===== config.mk =====
export PLATFORM = sky130hd
export DESIGN_NAME = wb_backend_top
export DESIGN_NICKNAME = d
export VERILOG_FILES = /design/src/hw/core_id_pkg.sv /design/src/hw/exec_pkg.sv /design/src/hw/id_tracking.sv /design/src/hw/exec_unit.sv /design/src/hw/write_back.sv /design/src/hw/reg_file.sv /design/src/hw/wb_backend_top.sv
export VERILOG_INCLUDE_DIRS = /design/src /design/src/include
export SDC_FILE = /design/constraint.sdc
export NUM_CORES = 2
export LEC_CHECK = 0
export ABC_AREA = 1
export BUFFER_PORTS_ARGS = -buffer_cell sky130_fd_sc_hd__buf_4
export CAP_MARGIN = 20
export CORE_ASPECT_RATIO = 1.5
export CORE_MARGIN = 1
export CORE_UTILIZATION = 49
export DETAILED_ROUTE_END_ITERATION = 16
export HOLD_SLACK_MARGIN = 0.12
export MAX_ROUTING_LAYER = met4
export PLACE_DENSITY = 0.76
export SYNTH_ARGS = -nofsm -noshare
export SYNTH_HDL_FRONTEND = slang
export SYNTH_SLANG_ARGS = --single-unit

===== constraint.sdc =====
create_clock -name clk -period 14.9 [get_ports clk]
set_clock_uncertainty 0.2 [all_clocks]
set_input_delay 4.47 -clock clk [delete_from_list [all_inputs] [get_ports clk]]
set_output_delay 4.47 -clock clk [all_outputs]
set_load 0.02 [all_outputs]

===== src/include/wb_settings.svh =====
`ifndef WB_SETTINGS_SVH
`define WB_SETTINGS_SVH

// Datapath width of operands and results
`define WB_XLEN 32

// Tags in flight, keep a power of two so tag counters wrap cleanly
`define WB_MAX_INFLIGHT 4

// Execution units on the write-back side
`define WB_NUM_UNITS 2

// Pipeline depth per unit
`define WB_MUL_LATENCY 4
`define WB_ALU_LATENCY 1

`endif


===== src/hw/core_id_pkg.sv =====
`include "wb_settings.svh"

package core_id_pkg;

    ////////////////////////////////////////
    // Instruction tags

    // One tag per in-flight instruction
    typedef logic [$clog2(`WB_MAX_INFLIGHT)-1:0] instr_id_t;

    ////////////////////////////////////////
    // Per-tag bookkeeping

    // Held in the packet table from issue until retire
    typedef struct packed {
        logic [4:0] rd_addr;
        // Destination is not x0
        logic       rd_nzero;
        // Retires without a register write
        logic       no_rd;
    } inflight_packet_t;

    ////////////////////////////////////////
    // Register file commit

    // One retired result, in issue order
    typedef struct packed {
        logic                commit;
        logic [4:0]          rd_addr;
        logic                rd_nzero;
        instr_id_t           id;
        logic [`WB_XLEN-1:0] rd_data;
    } rf_commit_t;

endpackage


===== src/hw/exec_pkg.sv =====
`include "wb_settings.svh"

package exec_pkg;

    ////////////////////////////////////////
    // Operations

    typedef enum logic [1:0] {
        OP_ADD = 2'd0,
        OP_SUB = 2'd1,
        OP_XOR = 2'd2,
        OP_MUL = 2'd3
    } op_t;

    // Unit index, also the slot in the write-back array
    typedef enum logic [$clog2(`WB_NUM_UNITS)-1:0] {
        UNIT_ALU = 0,
        UNIT_MUL = 1
    } unit_sel_t;

    ////////////////////////////////////////
    // Issue port payload

    // Wishbone write data
    typedef struct packed {
        op_t                 op;
        logic [`WB_XLEN-1:0] operand_a;
        logic [`WB_XLEN-1:0] operand_b;
        logic [4:0]          rd_addr;
        logic                no_rd;
    } issue_req_t;

    // Tagged request into one unit
    typedef struct packed {
        logic                  valid;
        core_id_pkg::instr_id_t id;
        op_t                   op;
        logic [`WB_XLEN-1:0]   operand_a;
        logic [`WB_XLEN-1:0]   operand_b;
    } unit_req_t;

    // Unit result, tag and rd valid while done_next_cycle is high
    typedef struct packed {
        logic                  done_next_cycle;
        core_id_pkg::instr_id_t id;
        logic [`WB_XLEN-1:0]   rd;
    } unit_wb_t;

endpackage


===== src/hw/id_tracking.sv =====
`timescale 1ns/1ns
`include "wb_settings.svh"

module id_tracking (
    input  logic                   clk,
    input  logic                   rst,
    input  logic                   issued,
    input  logic                   retired,
    output core_id_pkg::instr_id_t next_id,
    output core_id_pkg::instr_id_t oldest_id,
    output logic                   id_available,
    output logic                   empty
);

    // Occupancy needs one extra bit to hold the full count
    logic [$clog2(`WB_MAX_INFLIGHT+1)-1:0] inflight_count;

    ////////////////////////////////////////
    // Tag counters

    // Both pointers wrap with the tag width
    always_ff @(posedge clk) begin
        if (rst) begin
            next_id   <= '0;
            oldest_id <= '0;
        end else begin
            if (issued)
                next_id <= next_id + 1'b1;
            if (retired)
                oldest_id <= oldest_id + 1'b1;
        end
    end

    // Outstanding tag count
    always_ff @(posedge clk) begin
        if (rst) begin
            inflight_count <= '0;
        end else begin
            case ({issued, retired})
                2'b10:   inflight_count <= inflight_count + 1'b1;
                2'b01:   inflight_count <= inflight_count - 1'b1;
                default: inflight_count <= inflight_count;
            endcase
        end
    end

    // Full when every tag is outstanding
    assign id_available = (inflight_count != `WB_MAX_INFLIGHT);
    assign empty        = (inflight_count == '0);

    ////////////////////////////////////////
    // Checks

    // Write-back only retires tags that were handed out
    retire_when_empty: assert property (@(posedge clk) disable iff (rst)
        !(retired && empty));

    // Issue side must hold off while the tracker is full
    issue_when_full: assert property (@(posedge clk) disable iff (rst)
        issued |-> id_available);

endmodule


===== src/hw/exec_unit.sv =====
`timescale 1ns/1ns
`include "wb_settings.svh"

module exec_unit #(
    parameter int LATENCY = 1,
    parameter bit HAS_MUL = 1'b0
) (
    input  logic                 clk,
    input  logic                 rst,
    input  exec_pkg::unit_req_t  req,
    output exec_pkg::unit_wb_t   wb
);

    // Result computed at entry, then carried down the pipe
    logic [`WB_XLEN-1:0] result;
    // Low word only, upper half is dropped by the width
    logic [`WB_XLEN-1:0] product;

    // Stage LATENCY-1 is the output stage
    exec_pkg::unit_wb_t stage [LATENCY-1:0];

    ////////////////////////////////////////
    // Operation select

    assign product = req.operand_a * req.operand_b;

    always_comb begin
        case (req.op)
            exec_pkg::OP_ADD: result = req.operand_a + req.operand_b;
            exec_pkg::OP_SUB: result = req.operand_a - req.operand_b;
            exec_pkg::OP_XOR: result = req.operand_a ^ req.operand_b;
            // Only meaningful in the multiplier build
            exec_pkg::OP_MUL: result = HAS_MUL ? product : '0;
            default:          result = '0;
        endcase
    end

    ////////////////////////////////////////
    // Shift pipeline

    // One new op may enter every cycle
    always_ff @(posedge clk) begin
        // Tag and data move without reset
        stage[0].id <= req.id;
        stage[0].rd <= result;
        for (int i = 1; i < LATENCY; i++) begin
            stage[i].id <= stage[i-1].id;
            stage[i].rd <= stage[i-1].rd;
        end

        // Valid bits
        if (rst) begin
            for (int i = 0; i < LATENCY; i++)
                stage[i].done_next_cycle <= 1'b0;
        end else begin
            stage[0].done_next_cycle <= req.valid;
            for (int i = 1; i < LATENCY; i++)
                stage[i].done_next_cycle <= stage[i-1].done_next_cycle;
        end
    end

    // Last stage faces write-back
    assign wb = stage[LATENCY-1];

    ////////////////////////////////////////
    // Checks

    // Dispatch in the top must steer multiplies elsewhere
    mul_on_alu: assert property (@(posedge clk) disable iff (rst)
        !(req.valid && (req.op == exec_pkg::OP_MUL) && !HAS_MUL));

endmodule


===== src/hw/write_back.sv =====
`timescale 1ns/1ns
`include "wb_settings.svh"

module write_back (
    input  logic                          clk,
    input  logic                          rst,
    input  logic                          issued,
    input  core_id_pkg::inflight_packet_t issue_packet,
    input  exec_pkg::unit_wb_t            unit_wb [`WB_NUM_UNITS],
    output core_id_pkg::rf_commit_t       commit,
    output core_id_pkg::instr_id_t        issue_id,
    output logic                          id_available,
    output logic                          queue_empty
);

    // In-flight packet per tag
    core_id_pkg::inflight_packet_t packet_table [`WB_MAX_INFLIGHT];

    // Result store, one word per tag
    logic [`WB_XLEN-1:0] rds_by_id [`WB_MAX_INFLIGHT];
    // Which unit delivers each tag this cycle
    exec_pkg::unit_sel_t id_unit_select [`WB_MAX_INFLIGHT];

    logic [`WB_MAX_INFLIGHT-1:0] id_done_new;
    logic [`WB_MAX_INFLIGHT-1:0] id_done;
    logic [`WB_MAX_INFLIGHT-1:0] id_done_r;
    logic [`WB_MAX_INFLIGHT-1:0] id_retired;
    logic [`WB_MAX_INFLIGHT-1:0] id_retired_r;

    core_id_pkg::instr_id_t        oldest_id;
    core_id_pkg::instr_id_t        retired_id_r;
    core_id_pkg::inflight_packet_t retired_packet;
    logic                          retired;
    logic                          retired_r;
    // Two units on one tag, checked below
    logic                          unit_tag_clash;

    ////////////////////////////////////////
    // Result collection

    // Match each finishing unit against every tag
    always_comb begin
        for (int i = 0; i < `WB_MAX_INFLIGHT; i++) begin
            id_done_new[i]    = 1'b0;
            id_unit_select[i] = exec_pkg::UNIT_ALU;
            for (int j = 0; j < `WB_NUM_UNITS; j++) begin
                if (unit_wb[j].done_next_cycle &&
                    (unit_wb[j].id == core_id_pkg::instr_id_t'(i))) begin
                    id_unit_select[i] = exec_pkg::unit_sel_t'(j);
                    id_done_new[i]    = 1'b1;
                end
            end
        end
    end

    // Capture the delivered word at the next edge
    always_ff @(posedge clk) begin
        for (int i = 0; i < `WB_MAX_INFLIGHT; i++) begin
            if (id_done_new[i])
                rds_by_id[i] <= unit_wb[id_unit_select[i]].rd;
        end
    end

    ////////////////////////////////////////
    // Tag tracking and packet table

    id_tracking id_tracker (
        .clk          (clk),
        .rst          (rst),
        .issued       (issued),
        .retired      (retired),
        .next_id      (issue_id),
        .oldest_id    (oldest_id),
        .id_available (id_available),
        .empty        (queue_empty)
    );

    // Written once per accepted instruction
    always_ff @(posedge clk) begin
        if (issued)
            packet_table[issue_id] <= issue_packet;
    end

    ////////////////////////////////////////
    // Done bits and retirement

    // One-hot of the tag leaving this cycle
    always_comb begin
        id_retired            = '0;
        id_retired[oldest_id] = retired;
    end

    // Bit of last cycle's retiree drops now
    assign id_done = (id_done_r & ~id_retired_r) | id_done_new;

    always_ff @(posedge clk) begin
        if (rst) begin
            id_done_r    <= '0;
            id_retired_r <= '0;
            retired_r    <= 1'b0;
        end else begin
            id_done_r    <= id_done;
            id_retired_r <= id_retired;
            retired_r    <= retired;
        end
    end

    // Strict issue order, oldest tag only
    assign retired = id_done[oldest_id];

    always_ff @(posedge clk) begin
        retired_id_r <= oldest_id;
    end

    ////////////////////////////////////////
    // Commit

    assign retired_packet = packet_table[retired_id_r];

    // no_rd still frees its tag but stays off the commit stream
    assign commit.commit   = retired_r & ~retired_packet.no_rd;
    assign commit.rd_addr  = retired_packet.rd_addr;
    assign commit.rd_nzero = retired_packet.rd_nzero;
    assign commit.id       = retired_id_r;
    assign commit.rd_data  = rds_by_id[retired_id_r];

    ////////////////////////////////////////
    // Checks

    always_comb begin
        unit_tag_clash = 1'b0;
        for (int j = 0; j < `WB_NUM_UNITS; j++) begin
            for (int k = j + 1; k < `WB_NUM_UNITS; k++) begin
                unit_tag_clash |= unit_wb[j].done_next_cycle &
                                  unit_wb[k].done_next_cycle &
                                  (unit_wb[j].id == unit_wb[k].id);
            end
        end
    end

    // A tag lives in exactly one unit
    tag_in_two_units: assert property (@(posedge clk) disable iff (rst)
        !unit_tag_clash);

    // Tag reuse only after its done bit is cleared
    done_twice: assert property (@(posedge clk) disable iff (rst)
        (id_done_new & id_done_r & ~id_retired_r) == '0);

endmodule


===== src/hw/reg_file.sv =====
`timescale 1ns/1ns
`include "wb_settings.svh"

module reg_file (
    input  logic                    clk,
    input  logic                    rst,
    input  core_id_pkg::rf_commit_t commit,
    input  logic [4:0]              rd_addr_port,
    output logic [`WB_XLEN-1:0]     rd_data_port
);

    // Architectural state
    logic [`WB_XLEN-1:0] regs [32];

    ////////////////////////////////////////
    // Write port

    // rd_nzero keeps x0 out of the write path
    always_ff @(posedge clk) begin
        if (rst) begin
            for (int i = 0; i < 32; i++)
                regs[i] <= '0;
        end else if (commit.commit && commit.rd_nzero) begin
            regs[commit.rd_addr] <= commit.rd_data;
        end
    end

    ////////////////////////////////////////
    // Read port

    // Asynchronous, x0 reads as zero
    assign rd_data_port = (rd_addr_port == 5'd0) ? '0 : regs[rd_addr_port];

    ////////////////////////////////////////
    // Checks

    // rd_nzero comes from the issue side and must agree with rd_addr
    nzero_flag: assert property (@(posedge clk) disable iff (rst)
        commit.commit |-> (commit.rd_nzero == (commit.rd_addr != 5'd0)));

endmodule


===== src/hw/wb_backend_top.sv =====
`timescale 1ns/1ns
`include "wb_settings.svh"

module wb_backend_top (
    input  logic                    clk,
    input  logic                    rst,
    input  logic                    wb_cyc,
    input  logic                    wb_stb,
    input  logic                    wb_we,
    input  exec_pkg::issue_req_t    wb_dat,
    input  logic [4:0]              reg_addr,
    output logic                    wb_ack,
    output core_id_pkg::rf_commit_t commit,
    output logic [`WB_XLEN-1:0]     reg_data,
    output logic                    busy
);

    logic                          issued;
    logic                          id_available;
    logic                          queue_empty;
    core_id_pkg::instr_id_t        issue_id;
    core_id_pkg::inflight_packet_t issue_packet;
    exec_pkg::unit_sel_t           unit_sel;

    exec_pkg::unit_req_t unit_req [`WB_NUM_UNITS];
    exec_pkg::unit_wb_t  unit_wb  [`WB_NUM_UNITS];

    ////////////////////////////////////////
    // Wishbone issue slave

    // Single-cycle ack, never back to back
    // Writes also wait for a free tag
    always_ff @(posedge clk) begin
        if (rst)
            wb_ack <= 1'b0;
        else
            wb_ack <= wb_cyc & wb_stb & ~wb_ack & (~wb_we | id_available);
    end

    // Master still holds data in the ack cycle
    assign issued = wb_ack & wb_we;

    assign issue_packet.rd_addr  = wb_dat.rd_addr;
    assign issue_packet.rd_nzero = |wb_dat.rd_addr;
    assign issue_packet.no_rd    = wb_dat.no_rd;

    ////////////////////////////////////////
    // Dispatch

    // Multiplies to the multiplier, the rest to the ALU
    assign unit_sel = (wb_dat.op == exec_pkg::OP_MUL) ? exec_pkg::UNIT_MUL
                                                      : exec_pkg::UNIT_ALU;

    always_comb begin
        for (int u = 0; u < `WB_NUM_UNITS; u++) begin
            unit_req[u].valid     = issued && (unit_sel == exec_pkg::unit_sel_t'(u));
            unit_req[u].id        = issue_id;
            unit_req[u].op        = wb_dat.op;
            unit_req[u].operand_a = wb_dat.operand_a;
            unit_req[u].operand_b = wb_dat.operand_b;
        end
    end

    exec_unit #(
        .LATENCY (`WB_ALU_LATENCY),
        .HAS_MUL (1'b0)
    ) alu_unit (
        .clk (clk),
        .rst (rst),
        .req (unit_req[exec_pkg::UNIT_ALU]),
        .wb  (unit_wb[exec_pkg::UNIT_ALU])
    );

    exec_unit #(
        .LATENCY (`WB_MUL_LATENCY),
        .HAS_MUL (1'b1)
    ) mul_unit (
        .clk (clk),
        .rst (rst),
        .req (unit_req[exec_pkg::UNIT_MUL]),
        .wb  (unit_wb[exec_pkg::UNIT_MUL])
    );

    ////////////////////////////////////////
    // Completion and state

    write_back write_back_inst (
        .clk          (clk),
        .rst          (rst),
        .issued       (issued),
        .issue_packet (issue_packet),
        .unit_wb      (unit_wb),
        .commit       (commit),
        .issue_id     (issue_id),
        .id_available (id_available),
        .queue_empty  (queue_empty)
    );

    reg_file reg_file_inst (
        .clk          (clk),
        .rst          (rst),
        .commit       (commit),
        .rd_addr_port (reg_addr),
        .rd_data_port (reg_data)
    );

    // Anything still between accept and retire
    assign busy = ~queue_empty;

endmodule


==> key figures <==
Yosys
  – Mapped Nets: between 8k and 9k
  – Complex-gate fraction of the synthesized area: 0.106
  – Area of the mapped netlist: 77,500 um^2
  – Synth Area in Adders: 0.137
  – Yosys top cell area share: 0.457
  – Combinational family with the most area after synthesis: simple AND/OR/NAND/NOR gates
  – Unique masters post-synth: 52
  – Simple logic cell fraction of the synthesized area: 0.168
  – Avg Synthesized Cell Area: around 9.3 um^2
  – Synth top area cells: edfxtp_1 46%, fa_1 11%, nor2_1 8.5%
  – Yosys warning count: 0
  – Mux share of post-synthesis cell area: 0
  – EDFF count, synth: roughly 1.2k
  – Post-synth ARST share: 0
  – Sequential area share after synthesis: 0.507
  – Synth Register Bits: ~1.4k
  – Ys flop type: edfxtp_1
  – Post-synthesis cell count: 8,298
  – Yosys top cell by area: edfxtp_1
  – XOR/XNOR share of the synthesized area: 0.00260

Critical path
  – WP data required: between 10,000 and 15,000 ps
  – Worst Path Arrival: ~7900 ps
  – Worst Setup Start Kind: input port
  – Crit. End Element: output port
  – Critical Path Fanout Max: 34
  – Crit path kind: in -> out

Detailed routing
  – DRC viols: 2
  – Final wirelength: between 200 and 300 mm
  – Highest routed metal layer: met4
  – Metal2 WL: ~120 mm
  – Metal3 WL: 28.9 mm
  – Via count: around 62k
  – Vias/cell: between 6 and 7
  – Met1 WL: 78.7 mm
  – Drt initial violations: 7,398
  – Final ANT Viol Nets: 0
  – Detailed Routing Iterations Pass 1: 14
  – WL per Instance: approximately 25 um

Timing
  – Setup TNS: 0 ps
  – Crit path time final: 12,570 ps
  – FMAX: roughly 80 MHz
  – Fin crit share: 0.843
  – Final hold violation count: 0
  – Max-slew violations: 0
  – Final setup violating endpoints: 0
  – RSZ-0062 raised after global routing: false
  – Fin Hold WS: approximately 110 ps
  – Slew margin rel.: 0.166
  – Slew at the pin with the worst max-slew slack: roughly 1300 ps

Pwr
  – Clock power share: 0.178
  – Cell Pwr Density: roughly 210 nW/um^2
  – Leak Pwr: about 37 nW
  – P_int: 9.59 mW
  – P_sw: between 8 and 9 mW
  – Comb pwr share: 0.564
  – Power share of the sequential group: 0.258
  – Peak supply drop: between 700 and 800 uV
  – Sw frac: 0.455

Placement
  – Port buffer count: approximately 160
  – Placed Instances: about 10k
  – GP Congestion: between 0.9 and 1
  – Dpl hpwl: between 150 and 200 mm
  – DP Area: between 80,000 and 90,000 um^2

Clocking
  – CTS sink cnt: around 1.4k
  – CTS root buf: clkbuf_16
  – Clk pin slew, worst setup/hold paths: about 70 ps
  – CTS H-tree depth: 3
  – Latest clock arrival within the worst-skew pair: 760 ps
  – CTS Buffer Depth: 3
  – CTS tree: built
  – CTS Buf Count: about 120
  – Postcts setup bufs: 0

Status
  – Status: complete, but fails checks
  – Failing checks: design-rule violations

Flow run
  – Max Cap Viol: 0

Global routing
  – GR Util All Layers: 0.325
  – Initial antenna violation count: 10
  – Largest net degree at the start of global routing: about 200
  – First-pass GRT wire length: roughly 380 mm
  – Gr ovfl total: 0
  – Number of global-route vias before repair: ~63k

Layout
  – Multi-input gate area: 32,100 um^2
  – Final nets: approximately 8.8k
  – Fill cells: roughly 14k
  – Layout cells sized above 1: 0.0656
  – Non-filler cells, final: between 10k and 15k
  – Post-Route Utilization: 0.537
  – Final instance area: about 84,000 um^2
  – Area grow syn2layout: 8.74%
  – Sequential cell area: 39,300 um^2

Floorplanning
  – Num ports: between 150 and 200
  – Starting Density: 0.494
  – Core area: 157,000 um^2
  – Die height: just under 500 um
  – Width of the die: between 300 and 400 um
  – DIE AREA: about 160,000 um^2
  – FP Rows: 178

Min path
  – Hold WC Path Type: reg -> reg
synth_stat cells, types with 3 or more instances:
cell / number
fa_1: 411
xor2_1: 17
a21boi_0: 4
clkinv_1: 7
or2_2: 9
nor3_1: 31
a21oi_1: 199
a21o_1: 12
clkbuf_1: 494
a221oi_1: 4
xnor2_1: 6
buf_1: 57
nand3_1: 249
nand4_1: 27
nand3_2: 17
o21ai_0: 769
a32oi_1: 33
nor2_4: 3
a211oi_1: 3
o221ai_1: 177
edfxtp_1: 1180
a32oi_2: 3
o22ai_1: 79
o311ai_0: 21
inv_1: 997
nor4_1: 7
a31oi_1: 36
o21ai_1: 4
nor2_1: 1751
buf_2: 45
ha_1: 194
o21bai_1: 23
nand2_1: 1185
o211ai_1: 17
nand3b_1: 7
dfxtp_1: 192
inv_2: 9
path summary, 6_finish.rpt:
path                                                 startpoint                    endpoint  slack, ps  depth (start not counted)
worst min register to register             mul_unit.stage[2][3]        mul_unit.stage[3][3]        110                          0
worst min-delay path                       mul_unit.stage[2][3]        mul_unit.stage[3][3]        110                          0
worst max-delay path                                reg_addr[3]                reg_data[12]       2330                          7
worst max register to register  write_back_inst.retired_id_r[0]  reg_file_inst.regs[22][18]       9160                         11
registers in the layout, indices dropped and copies added (netlist names):
signal / cells
wb_ack: 1
write_back_inst.id_tracker.next_id: 2
write_back_inst.id_done_r: 4
write_back_inst.rds_by_id: 128
write_back_inst.id_retired_r: 4
write_back_inst.id_tracker.oldest_id: 2
write_back_inst.retired_id_r: 2
alu_unit.stage: 33
write_back_inst.id_tracker.inflight_count: 3
reg_file_inst.regs: 1024
write_back_inst.packet_table: 28
mul_unit.stage: 140
write_back_inst.retired_r: 1
worst max-delay path, cell delays in order:
cell and delay [ps]:
buf_4 490, clkinv_2 850, buf_4 520, o311ai_0 550, nand2_1 200, a21oi_1 500
buf_4 250
cells in the final DEF, fill, tap and decap left out, types with 21 or more instances in the layout:
cell type  count
clkinv_2      24
fa_1         411
o21ai_0      768
buf_4        287
inv_1        993
a32oi_1       33
o22ai_1       79
o221ai_1     177
nor3_1        31
nand3_1      247
edfxtp_1    1180
nand4_1       27
ha_1         194
a21oi_1      199
a31oi_1       36
clkbuf_1      21
o311ai_0      21
nand2_1     1183
dfxtp_1      191
clkbuf_16    121
nor2_1      1750
o21bai_1      23
clkinv_1      26
cell families after synthesis:
group	Yosys count
simple gates	3292
buf+inv	1611
compound gates	1395
xor+xnor	23
flops	1372
fa+ha+maj	605
final cells by class:
cell class | count | area share
sequential | 1372 | 0.466
multi-input combinational | 5315 | 0.381
timing repair buffer | 305 | 0.0302
antenna | 9 | 0.000267
inverter | 1013 | 0.0453
clock inverter | 66 | 0.00808
clock buffer | 151 | 0.0381
tap | 2070 | 0.0307
metrics by stage:
stage | setup WS [ps] | power [mW]
CTS | 2480 | 17.5
finish | 2330 | 17.6
global placement | 2500 | 14.2
detailed placement | 2470 | 14.3
global route | 2310 | 18.8
floorplan | 3920 | 11.2
power by group through the flow:
stage	sequential, mW	combinational, mW	clock [mW]
global route	4.56	11.0	3.27
finish	4.54	9.94	3.13
floorplan	4.58	6.63	0
detailed placement	4.62	9.72	0
CTS	4.54	9.79	3.13
global placement	4.61	9.57	0
repair_timing:
| action | CTS | global route |
|---|---|---|
| gates resized for setup | 0 | 0 |
| hold buffers | 1 | 0 |
| hold endpoints to repair | 1 | 0 |
| endpoints found under the setup margin | 0 | 0 |
metal layers:
| metal | vias to the layer above | GRT usage |
|---|---|---|
| li1 | 26900 | - |
| met1 | 29700 | 0.335 |
| met2 | 4377 | 0.545 |
| met3 | 1230 | 0.0634 |
| met4 | 0 | 0.252 |
| met5 | - | - |
Note: power is estimated with default switching activity, not from simulation.
